===== config.mk =====
export PLATFORM = sky130hd
export DESIGN_NAME = content_addressing
export DESIGN_NICKNAME = d
export VERILOG_FILES = /design/src/rtl/cba_pkg.sv /design/src/rtl/serial_divider.sv /design/src/rtl/cosine_similarity.sv /design/src/rtl/scaled_exponentiator.sv /design/src/rtl/vector_softmax.sv /design/src/rtl/content_addressing.sv
export SDC_FILE = /design/constraint.sdc
export NUM_CORES = 2
export LEC_CHECK = 0
export ABC_CLOCK_PERIOD_IN_PS = 12900
export BUFFER_PORTS_ARGS = -buffer_cell sky130_fd_sc_hd__clkbuf_2
export CAP_MARGIN = 10
export CORE_AREA = 2 2 416 418
export CTS_BUF_LIST = sky130_fd_sc_hd__clkbuf_8
export CTS_CLUSTER_SIZE = 25
export DETAILED_ROUTE_END_ITERATION = 10
export DIE_AREA = 0 0 418 420
export SLEW_MARGIN = 30
export SYNTH_ARGS = -nofsm -noshare
export SYNTH_HDL_FRONTEND = slang
export SYNTH_HIERARCHICAL = 1
export SYNTH_SLANG_ARGS = --single-unit

===== constraint.sdc =====
create_clock -name CLK -period 12.9 [get_ports CLK]
set_input_delay 1.935 -clock CLK [delete_from_list [all_inputs] [get_ports CLK]]
set_output_delay 1.935 -clock CLK [all_outputs]
set_load 0.02 [all_outputs]

===== src/rtl/cba_pkg.sv =====
// Content addressing head: shared sizes, fixed-point widths and stream types
package cba_pkg;

  //////////////////////////////////////////////////////////////////////
  // Sizes
  //////////////////////////////////////////////////////////////////////

  // Memory rows per query (I) and elements per row (J)
  localparam int ROWS = 8;
  localparam int COLS = 4;

  localparam int IDX_W = $clog2(ROWS);
  localparam int ACC_W = $clog2(COLS);

  //////////////////////////////////////////////////////////////////////
  // Fixed-point widths
  //////////////////////////////////////////////////////////////////////

  // Dot product of J signed 8-bit pairs, magnitude up to 65536
  localparam int DOT_W      = 18;
  // Sum of J squares, up to 65536
  localparam int NORM_W     = 17;
  // Square root over a 64-bit radicand, two bits per step
  localparam int SQRT_STEPS = 32;
  localparam int ROOT_W     = 32;
  // beta times cosine, within +-1792
  localparam int PROD_W     = 13;
  // Sum of ROWS weights of at most 2^23 each
  localparam int SUM_W      = 27;
  // Q0.16 result, one is 65536
  localparam int C_W        = 17;
  localparam int C_ONE      = 65536;
  // Q1.8 cosine, one is 256
  localparam int COS_ONE    = 256;

  // Divider widths
  localparam int DIV_COS_W = 32;
  localparam int DIV_SMX_W = 40;

  //////////////////////////////////////////////////////////////////////
  // Types
  //////////////////////////////////////////////////////////////////////

  typedef logic signed [7:0] elem_t;
  typedef logic [2:0]        beta_t;
  typedef logic signed [9:0] cos_t;
  typedef logic [23:0]       weight_t;
  typedef logic [IDX_W-1:0]  idx_t;

  typedef struct packed {
    elem_t [COLS-1:0] e;
  } vec_t;

  typedef struct packed {
    vec_t  key;
    beta_t beta;
  } query_t;

  typedef struct packed {
    vec_t data;
    logic last;
  } row_t;

  typedef struct packed {
    cos_t  cos;
    beta_t beta;
    logic  last;
  } sim_t;

  typedef struct packed {
    weight_t weight;
    logic    last;
  } weight_beat_t;

  typedef struct packed {
    logic [C_W-1:0] c;
    idx_t           index;
    logic           last;
  } result_t;

endpackage


===== src/rtl/serial_divider.sv =====
// Unsigned restoring divider, one quotient bit per cycle, MSB first
`timescale 1ns/1ns

module serial_divider #(
  parameter int WIDTH = 32
) (
  input  logic             CLK,
  input  logic             RST,
  input  logic             start,
  input  logic [WIDTH-1:0] dividend,
  input  logic [WIDTH-1:0] divisor,
  output logic             busy,
  output logic             done,
  output logic [WIDTH-1:0] quotient
);

  localparam int CNT_W = $clog2(WIDTH + 1);

  logic [CNT_W-1:0] cnt;
  logic [WIDTH-1:0] rem;
  logic [WIDTH-1:0] dsor;
  logic [WIDTH:0]   rem_sh;
  logic [WIDTH:0]   diff;

  // Partial remainder takes the next dividend bit from the quotient MSB
  assign rem_sh = {rem, quotient[WIDTH-1]};
  assign diff   = rem_sh - {1'b0, dsor};

  // Step counter, done one cycle after the last step
  always_ff @(posedge CLK or posedge RST) begin
    if (RST) begin
      busy <= 1'b0;
      done <= 1'b0;
      cnt  <= '0;
    end else begin
      done <= 1'b0;
      if (start) begin
        busy <= 1'b1;
        cnt  <= CNT_W'(WIDTH);
      end else if (busy) begin
        if (cnt == '0) begin
          busy <= 1'b0;
          done <= 1'b1;
        end else begin
          cnt <= cnt - 1'b1;
        end
      end
    end
  end

  // Dividend shifts out as quotient bits shift in
  always_ff @(posedge CLK) begin
    if (start) begin
      rem      <= '0;
      quotient <= dividend;
      dsor     <= divisor;
    end else if (busy && cnt != '0) begin
      if (!diff[WIDTH]) begin
        rem      <= diff[WIDTH-1:0];
        quotient <= {quotient[WIDTH-2:0], 1'b1};
      end else begin
        rem      <= rem_sh[WIDTH-1:0];
        quotient <= {quotient[WIDTH-2:0], 1'b0};
      end
    end
  end

  // Callers wait for done before the next operand
  a_no_restart: assert property (@(posedge CLK) disable iff (RST) start |-> !busy)
    else $error("divider restarted while busy");

endmodule


===== src/rtl/cosine_similarity.sv =====
// Cosine stage: per row dot product and norms, integer square root, Q1.8 divide
`timescale 1ns/1ns

module cosine_similarity (
  input  logic             CLK,
  input  logic             RST,
  input  cba_pkg::query_t  query,
  input  logic             query_valid,
  output logic             query_ready,
  input  cba_pkg::row_t    row,
  input  logic             row_valid,
  output logic             row_ready,
  output cba_pkg::sim_t    sim,
  output logic             sim_valid,
  input  logic             sim_ready
);

  import cba_pkg::*;

  typedef enum logic [2:0] {ST_IDLE, ST_ACC, ST_SQRT, ST_DIV, ST_WAIT, ST_EMIT} state_t;

  state_t                          state;
  logic                            run;
  logic                            key_full;
  logic                            row_full;
  query_t                          key_q;
  row_t                            row_q;
  logic [ACC_W-1:0]                acc_cnt;
  logic [$clog2(SQRT_STEPS)-1:0]   sq_cnt;
  logic signed [DOT_W-1:0]         dot;
  logic [NORM_W-1:0]               nk;
  logic [NORM_W-1:0]               nm;
  logic signed [15:0]              p_km;
  logic [15:0]                     p_kk;
  logic [15:0]                     p_mm;
  logic [2*SQRT_STEPS-1:0]         norm_prod;
  logic [ROOT_W-1:0]               root;
  logic [ROOT_W+1:0]               rem;
  logic [ROOT_W+3:0]               rem_sh;
  logic [ROOT_W+3:0]               trial;
  logic [NORM_W-1:0]               dot_mag;
  logic [8:0]                      cos_mag;
  logic                            div_start;
  logic                            div_busy;
  logic                            div_done;
  logic [DIV_COS_W-1:0]            div_q;

  //////////////////////////////////////////////////////////////////////
  // Handshakes
  //////////////////////////////////////////////////////////////////////

  // One key and one row held at a time
  assign query_ready = run && !key_full;
  assign row_ready   = run && !row_full;
  assign sim_valid   = (state == ST_EMIT);
  assign div_start   = (state == ST_DIV) && !div_busy;

  //////////////////////////////////////////////////////////////////////
  // Arithmetic
  //////////////////////////////////////////////////////////////////////

  // One element pair per accumulate cycle
  assign p_km = $signed(key_q.key.e[acc_cnt]) * $signed(row_q.data.e[acc_cnt]);
  assign p_kk = $signed(key_q.key.e[acc_cnt]) * $signed(key_q.key.e[acc_cnt]);
  assign p_mm = $signed(row_q.data.e[acc_cnt]) * $signed(row_q.data.e[acc_cnt]);

  assign norm_prod = (2*SQRT_STEPS)'(nk) * (2*SQRT_STEPS)'(nm);

  // Digit-by-digit root, radicand pairs taken MSB first
  assign rem_sh = {rem, norm_prod[{sq_cnt, 1'b0} +: 2]};
  assign trial  = {2'b00, root, 2'b01};

  assign dot_mag = dot[DOT_W-1] ? NORM_W'(-dot) : NORM_W'(dot);

  // Zero norm gives cos 0, floor root may push the ratio past one
  assign cos_mag = (norm_prod == '0) ? 9'd0 :
                   (div_q > DIV_COS_W'(COS_ONE)) ? 9'(COS_ONE) : div_q[8:0];

  serial_divider #(
    .WIDTH(DIV_COS_W)
  ) i_serial_divider (
    .CLK     (CLK),
    .RST     (RST),
    .start   (div_start),
    .dividend(DIV_COS_W'({dot_mag, 8'b0})),
    .divisor (root),
    .busy    (div_busy),
    .done    (div_done),
    .quotient(div_q)
  );

  //////////////////////////////////////////////////////////////////////
  // Control
  //////////////////////////////////////////////////////////////////////

  always_ff @(posedge CLK or posedge RST) begin
    if (RST) begin
      state    <= ST_IDLE;
      run      <= 1'b0;
      key_full <= 1'b0;
      row_full <= 1'b0;
      acc_cnt  <= '0;
      sq_cnt   <= '0;
    end else begin
      run <= 1'b1;
      if (query_valid && query_ready) key_full <= 1'b1;
      if (row_valid && row_ready) row_full <= 1'b1;
      case (state)
        ST_IDLE: begin
          acc_cnt <= '0;
          if (key_full && row_full) state <= ST_ACC;
        end
        ST_ACC: begin
          acc_cnt <= acc_cnt + 1'b1;
          if (acc_cnt == ACC_W'(COLS - 1)) begin
            state  <= ST_SQRT;
            sq_cnt <= $bits(sq_cnt)'(SQRT_STEPS - 1);
          end
        end
        ST_SQRT: begin
          sq_cnt <= sq_cnt - 1'b1;
          if (sq_cnt == '0) state <= ST_DIV;
        end
        ST_DIV:  if (div_start) state <= ST_WAIT;
        ST_WAIT: if (div_done) state <= ST_EMIT;
        ST_EMIT: begin
          // Key is released with the last row's result
          if (sim_ready) begin
            state    <= ST_IDLE;
            row_full <= 1'b0;
            if (row_q.last) key_full <= 1'b0;
          end
        end
        default: state <= ST_IDLE;
      endcase
    end
  end

  //////////////////////////////////////////////////////////////////////
  // Datapath
  //////////////////////////////////////////////////////////////////////

  always_ff @(posedge CLK) begin
    if (query_valid && query_ready) key_q <= query;
    if (row_valid && row_ready) row_q <= row;
    case (state)
      ST_IDLE: begin
        dot  <= '0;
        nk   <= '0;
        nm   <= '0;
        root <= '0;
        rem  <= '0;
      end
      ST_ACC: begin
        dot <= dot + p_km;
        nk  <= nk + NORM_W'(p_kk);
        nm  <= nm + NORM_W'(p_mm);
      end
      ST_SQRT: begin
        if (rem_sh >= trial) begin
          rem  <= (ROOT_W+2)'(rem_sh - trial);
          root <= {root[ROOT_W-2:0], 1'b1};
        end else begin
          rem  <= rem_sh[ROOT_W+1:0];
          root <= {root[ROOT_W-2:0], 1'b0};
        end
      end
      ST_WAIT: begin
        // Sign of the dot product goes back on
        if (div_done) begin
          sim.cos  <= dot[DOT_W-1] ? -cos_t'(cos_mag) : cos_t'(cos_mag);
          sim.beta <= key_q.beta;
          sim.last <= row_q.last;
        end
      end
      default: ;
    endcase
  end

endmodule


===== src/rtl/scaled_exponentiator.sv =====
// Exponentiator: beta times cosine, then base-2 weight with linear fraction
`timescale 1ns/1ns

module scaled_exponentiator (
  input  logic                  CLK,
  input  logic                  RST,
  input  cba_pkg::sim_t         sim,
  input  logic                  sim_valid,
  output logic                  sim_ready,
  output cba_pkg::weight_beat_t weight,
  output logic                  weight_valid,
  input  logic                  weight_ready
);

  import cba_pkg::*;

  logic                     s1_valid;
  logic signed [PROD_W-1:0] x_q;
  logic                     last_q;
  logic signed [4:0]        n;
  logic [7:0]               f;
  logic signed [5:0]        shift;

  // Single item in flight across both stages
  assign sim_ready = !s1_valid && !weight_valid;

  // x = 256n + f, n by arithmetic shift
  assign n     = $signed(x_q[PROD_W-1:8]);
  assign f     = x_q[7:0];
  assign shift = n + 6'sd7;

  //////////////////////////////////////////////////////////////////////
  // Valids
  //////////////////////////////////////////////////////////////////////

  always_ff @(posedge CLK or posedge RST) begin
    if (RST) begin
      s1_valid     <= 1'b0;
      weight_valid <= 1'b0;
    end else begin
      s1_valid <= sim_valid && sim_ready;
      // Held until the softmax stage takes it
      if (s1_valid) begin
        weight_valid <= 1'b1;
      end else if (weight_ready) begin
        weight_valid <= 1'b0;
      end
    end
  end

  //////////////////////////////////////////////////////////////////////
  // Payload
  //////////////////////////////////////////////////////////////////////

  always_ff @(posedge CLK) begin
    // Stage 1, beta product
    if (sim_valid && sim_ready) begin
      x_q    <= $signed({1'b0, sim.beta}) * sim.cos;
      last_q <= sim.last;
    end
    // Stage 2, (256 + f) << (n + 7)
    if (s1_valid) begin
      weight.weight <= weight_t'({1'b1, f}) << shift[3:0];
      weight.last   <= last_q;
    end
  end

  // Depends on the cosine clamp upstream and beta of 7 or less
  a_shift_range: assert property (@(posedge CLK) disable iff (RST)
    s1_valid |-> (shift >= 0 && shift <= 14))
    else $error("exponent shift out of range");

endmodule


===== src/rtl/vector_softmax.sv =====
// Softmax stage: two weight banks, each weight divided by its query's sum
`timescale 1ns/1ns

module vector_softmax (
  input  logic                  CLK,
  input  logic                  RST,
  input  cba_pkg::weight_beat_t weight,
  input  logic                  weight_valid,
  output logic                  weight_ready,
  output cba_pkg::result_t      result,
  output logic                  result_valid,
  input  logic                  result_ready
);

  import cba_pkg::*;

  typedef enum logic [1:0] {DR_IDLE, DR_DIV, DR_OUT} drain_t;

  drain_t               drain;
  weight_t              mem [2][ROWS];
  logic [SUM_W-1:0]     sum [2];
  logic [1:0]           bank_full;
  logic                 wr_bank;
  logic                 rd_bank;
  idx_t                 wr_idx;
  idx_t                 rd_idx;
  logic                 fill;
  logic                 div_start;
  logic                 div_busy;
  logic                 div_done;
  logic [DIV_SMX_W-1:0] div_q;

  // Fill bank only stalls when the drain side still owns it
  assign weight_ready = !bank_full[wr_bank];
  assign fill         = weight_valid && weight_ready;
  assign result_valid = (drain == DR_OUT);
  assign div_start    = (drain == DR_IDLE) && bank_full[rd_bank] && !div_busy;

  // weight * 65536 / S
  serial_divider #(
    .WIDTH(DIV_SMX_W)
  ) i_serial_divider (
    .CLK     (CLK),
    .RST     (RST),
    .start   (div_start),
    .dividend({mem[rd_bank][rd_idx], 16'b0}),
    .divisor (DIV_SMX_W'(sum[rd_bank])),
    .busy    (div_busy),
    .done    (div_done),
    .quotient(div_q)
  );

  //////////////////////////////////////////////////////////////////////
  // Bank control
  //////////////////////////////////////////////////////////////////////

  always_ff @(posedge CLK or posedge RST) begin
    if (RST) begin
      drain     <= DR_IDLE;
      bank_full <= '0;
      wr_bank   <= 1'b0;
      rd_bank   <= 1'b0;
      wr_idx    <= '0;
      rd_idx    <= '0;
    end else begin
      // Fill side closes a bank on weight.last
      if (fill) begin
        if (weight.last) begin
          bank_full[wr_bank] <= 1'b1;
          wr_bank            <= !wr_bank;
          wr_idx             <= '0;
        end else begin
          wr_idx <= wr_idx + 1'b1;
        end
      end
      // Drain side, one division per result
      case (drain)
        DR_IDLE: if (div_start) drain <= DR_DIV;
        DR_DIV:  if (div_done) drain <= DR_OUT;
        DR_OUT: begin
          if (result_ready) begin
            drain <= DR_IDLE;
            if (result.last) begin
              bank_full[rd_bank] <= 1'b0;
              rd_bank            <= !rd_bank;
              rd_idx             <= '0;
            end else begin
              rd_idx <= rd_idx + 1'b1;
            end
          end
        end
        default: drain <= DR_IDLE;
      endcase
    end
  end

  //////////////////////////////////////////////////////////////////////
  // Storage and result register
  //////////////////////////////////////////////////////////////////////

  always_ff @(posedge CLK) begin
    if (fill) begin
      mem[wr_bank][wr_idx] <= weight.weight;
      // Running sum restarts with the first row of a query
      sum[wr_bank] <= (wr_idx == '0) ? SUM_W'(weight.weight) :
                                       sum[wr_bank] + SUM_W'(weight.weight);
    end
    if (div_done) begin
      result.c     <= div_q[C_W-1:0];
      result.index <= rd_idx;
      result.last  <= (rd_idx == IDX_W'(ROWS - 1));
    end
  end

  // Each weight is part of its own sum
  a_c_bound: assert property (@(posedge CLK) disable iff (RST)
    result_valid |-> result.c <= C_W'(C_ONE))
    else $error("softmax weight above one");

endmodule


===== src/rtl/content_addressing.sv =====
// Content addressing head: cosine, scaled exponential and softmax in a chain
`timescale 1ns/1ns

module content_addressing (
  input  logic             CLK,
  input  logic             RST,
  input  cba_pkg::query_t  query,
  input  logic             query_valid,
  output logic             query_ready,
  input  cba_pkg::row_t    row,
  input  logic             row_valid,
  output logic             row_ready,
  output cba_pkg::result_t result,
  output logic             result_valid,
  input  logic             result_ready
);

  import cba_pkg::*;

  //////////////////////////////////////////////////////////////////////
  // Inter-stage streams
  //////////////////////////////////////////////////////////////////////

  // Cosine to exponentiator
  sim_t         sim;
  logic         sim_valid;
  logic         sim_ready;

  // Exponentiator to softmax
  weight_beat_t weight;
  logic         weight_valid;
  logic         weight_ready;

  //////////////////////////////////////////////////////////////////////
  // Stages
  //////////////////////////////////////////////////////////////////////

  cosine_similarity i_cosine_similarity (
    .CLK        (CLK),
    .RST        (RST),
    .query      (query),
    .query_valid(query_valid),
    .query_ready(query_ready),
    .row        (row),
    .row_valid  (row_valid),
    .row_ready  (row_ready),
    .sim        (sim),
    .sim_valid  (sim_valid),
    .sim_ready  (sim_ready)
  );

  // Beta multiply sits at the front of the exponentiator
  scaled_exponentiator i_scaled_exponentiator (
    .CLK         (CLK),
    .RST         (RST),
    .sim         (sim),
    .sim_valid   (sim_valid),
    .sim_ready   (sim_ready),
    .weight      (weight),
    .weight_valid(weight_valid),
    .weight_ready(weight_ready)
  );

  vector_softmax i_vector_softmax (
    .CLK         (CLK),
    .RST         (RST),
    .weight      (weight),
    .weight_valid(weight_valid),
    .weight_ready(weight_ready),
    .result      (result),
    .result_valid(result_valid),
    .result_ready(result_ready)
  );

endmodule


==> metrics.md <==
| Metric | Value |
|---|---|
| Run status | finished, final reports clean |
| Clock buffers created by TritonCTS | 167 |
| First-pass GRT wire length | 241700 um |
| CP Launch Type | register |
| Routed length per placed instance | 18.51 um |
| I/O pins | 97 |
| Via density per instance | 5.188 |
| Clock latency at the later pin of the worst-skew pair | 0.89 ns |
| Netlist cell types | 110 |
| Area of the die | 175600 um2 |
| Most frequent cells after synthesis | sky130_fd_sc_hd__edfxtp_1 (841), sky130_fd_sc_hd__inv_1 (625), sky130_fd_sc_hd__nand2_1 (512) |
| Total number of vias | 42320 |
| GRT overflow | 0 |
| Horizontal die dimension | 418 um |
| Max clock buf depth | 3 |
| Period utilization | 0.8488 |
| Category of the critical setup timing path | reg2reg |
| Peak Freq | 91.33 MHz |
| Max-cap violation count | 0 |
| Quantity of hold-fixing buffers added after cts | 0 |
| Post-route antenna net violation count | 0 |
| Fraction of layout instances using a drive strength above 1 | 0.1308 |
| Biggest fanout along the worst timing path | 43 |
| Antenna violations before repair | 1 |
| Count leader, synth | sky130_fd_sc_hd__edfxtp_1 |
| Skew final | 0.06379 ns |
| Final count of pins violating max slew | 0 |
| Area of the core | 171000 um2 |
| Tot GR Track Use | 0.1743 |
| Violation count after the first detailed-route iteration | 2873 |
| Effective utilization at floorplan | 0.3788 |
| Final critical path time including I/O delays and setup | 10.95 ns |
| Maximum number of pins on one net before global-route repair | 126 |
| Top post-synthesis cells by area | sky130_fd_sc_hd__edfxtp_1 (39%), sky130_fd_sc_hd__fa_1 (13%), sky130_fd_sc_hd__ha_1 (7.7%) |
| # rows | 152 |
| Synthesis-stage register bit count | 956 |
| Number of hold-slack violations in the final timing report | 0 |
| Hold slack | 0.4160 ns |
| Cell with the biggest individual delay on the critical path | sky130_fd_sc_hd__edfxtp_1 |
| Sink count of the clock tree | 956 |
| Via count of the first global-routing pass | 43970 |
| Clock Tree Root | sky130_fd_sc_hd__clkbuf_8 |
| Fin nets | 6661 |
| Vertical die dimension | 420 um |
| Post-CTS setup buffers | 0 |
| Number of standard cells in the layout, taps in and fillers out | 8157 |
| Min-delay worst type | reg2reg |
| Total wire length after detailed routing | 150900 um |
| Number of cells after detailed placement | 7845 |
| Number of iterations in the first detailed-routing pass | 6 |
| Total of buffers placed on input and output ports | 96 |
| Cell repeated most along the worst path | sky130_fd_sc_hd__fa_1 |
| Fraction of post-synthesis cell area in the top cell type by area | 0.3899 |
| CTS tree | done |
| Rel. slew slack | 0.3528 |
| Number of synthesized flops with an enable pin | 841 |
| Setup repair after global routing missed its margin | no |
| Final Setup Violations | 0 |
| Most used flip-flop cell after synthesis | sky130_fd_sc_hd__edfxtp_1 |
| Share of synthesized area occupied by flip-flops and latches | 0.4288 |
| Total number of H-tree levels | 4 |
| Synthesized area per cell | 11.49 um2 |
| Area grow syn2layout | 10.01% |
| Clock Pin Slew Worst Setup and Hold Paths | 0.06 ns |
| Number of fillers in the final layout | 16040 |
| Critical path capture point type | register |
| Mapped cell area | 64760 um2 |
| Cell count after synthesis | 5636 |
| Maximum cell stage delay along the critical path | 0.87 ns |
| Placer Congestion | 0.8508 |
| Worst Tran Pin Value | 0.9707 ns |
| Cell taking the most area after synthesis | sky130_fd_sc_hd__edfxtp_1 |
| Sum of net half-perimeters after detailed placement | 106400 um |
| Slack of the worst reg-to-reg path | 1.95 ns |
| Yosys Warn Count | 6 |
| Data required time at the worst endpoint | 13.52 ns |
| Async set-or-reset flop fraction in the synthesized netlist | 0.04498 |
| Cells resized by post-CTS repair | 0 |
| Total negative slack | 0 ns |
| Critical Path AT | 11.57 ns |
| DR DRC count | 0 |
==> registers in the layout, indices dropped and copies added (netlist names), 33 cells and up <==
register	flops
i_vector_softmax/i_serial_divider/quotient	40
i_cosine_similarity/rem	34
i_cosine_similarity/row_q	33
i_vector_softmax/mem	384
i_vector_softmax/i_serial_divider/rem	40
i_vector_softmax/i_serial_divider/dsor	40
i_cosine_similarity/key_q	35
i_vector_softmax/sum	54
==> kinds of logic after synthesis <==
kind of cell | synth area share
DFF | 0.4288
AOI/OAI and AO/OA | 0.09327
muxes | 0.08066
buffers and inverters | 0.05284
and+or+nand+nor | 0.1070
xor gates and xnor gates | 0.03431
adders and majority gates | 0.2030
other | 0.0001739
==> per-stage QoR <==
step / setup slack (ns) / utilization / cell area, um2
global route: 1.172 / 0.4167 / 71250
global placement: 2.157 / 0.3969 / 67860
finish: 1.951 / 0.4167 / 71250
CTS: 1.935 / 0.4166 / 71240
floorplan: 3.605 / - / 64920
detailed placement: 1.990 / 0.3970 / 67880
==> layout make-up <==
cell class	count	area, um2	share of cell area
clock inverters	132	893.4	0.01254
inverters	632	2375	0.03333
diodes	1	2.502	0.00003512
well taps	2233	2794	0.03921
clock buffers	179	2464	0.03458
multi-input cells	3855	33890	0.4756
repair buffers	169	1045	0.01466
flip-flops and latches	956	27790	0.3900
==> final timing paths <==
kind                                              startpoint                                  end  cells after the start
worst max register to register    i_cosine_similarity/nm[16]           i_cosine_similarity/rem[5]                     32
worst max-delay path              i_cosine_similarity/nm[16]           i_cosine_similarity/rem[5]                     32
min in group asynchronous                                RST  i_scaled_exponentiator/weight_valid                      2
max in group asynchronous                                RST         i_cosine_similarity/state[0]                      2
worst min register to register  i_cosine_similarity/key_q[1]           i_cosine_similarity/sim[2]                      0
worst min-delay path            i_cosine_similarity/key_q[1]           i_cosine_similarity/sim[2]                      0
==> per-layer routing <==
metal / share of wire / wire (um) / GRT usage
met3: 0.046 / 7007 / 0.02820
met4: 0.039 / 5867 / 0.07202
met1: 0.43 / 64630 / 0.2193
met5: 0 / 0 / 0
met2: 0.49 / 73440 / 0.2977
==> placed cells by master, fill, tap and decap left out, types with 91 or more instances in the layout <==
cell                       instances
sky130_fd_sc_hd__edfxtp_1        841
sky130_fd_sc_hd__inv_1           668
sky130_fd_sc_hd__nand2_1         512
sky130_fd_sc_hd__nor2_1          425
sky130_fd_sc_hd__fa_1            406
sky130_fd_sc_hd__ha_1            401
sky130_fd_sc_hd__a21oi_1         267
sky130_fd_sc_hd__clkbuf_8        179
sky130_fd_sc_hd__and2_1          172
sky130_fd_sc_hd__xnor2_1         163
sky130_fd_sc_hd__o21ai_0         141
sky130_fd_sc_hd__mux2_2          141
sky130_fd_sc_hd__mux4_2          123
sky130_fd_sc_hd__clkbuf_2         96
sky130_fd_sc_hd__a21o_1           91
==> critical path: cells and delay by family (launching register included) <==
family | cells | cell delay [ns]
compound gates | 16 | 4.32
fa+ha+maj | 8 | 3.78
flops | 1 | 0.87
simple gates | 5 | 0.79
buf+inv | 2 | 0.58
mux | 1 | 0.32
Power is not shown: default switching activity piles up to over one toggle a cycle in this logic, so the estimate is an artifact.
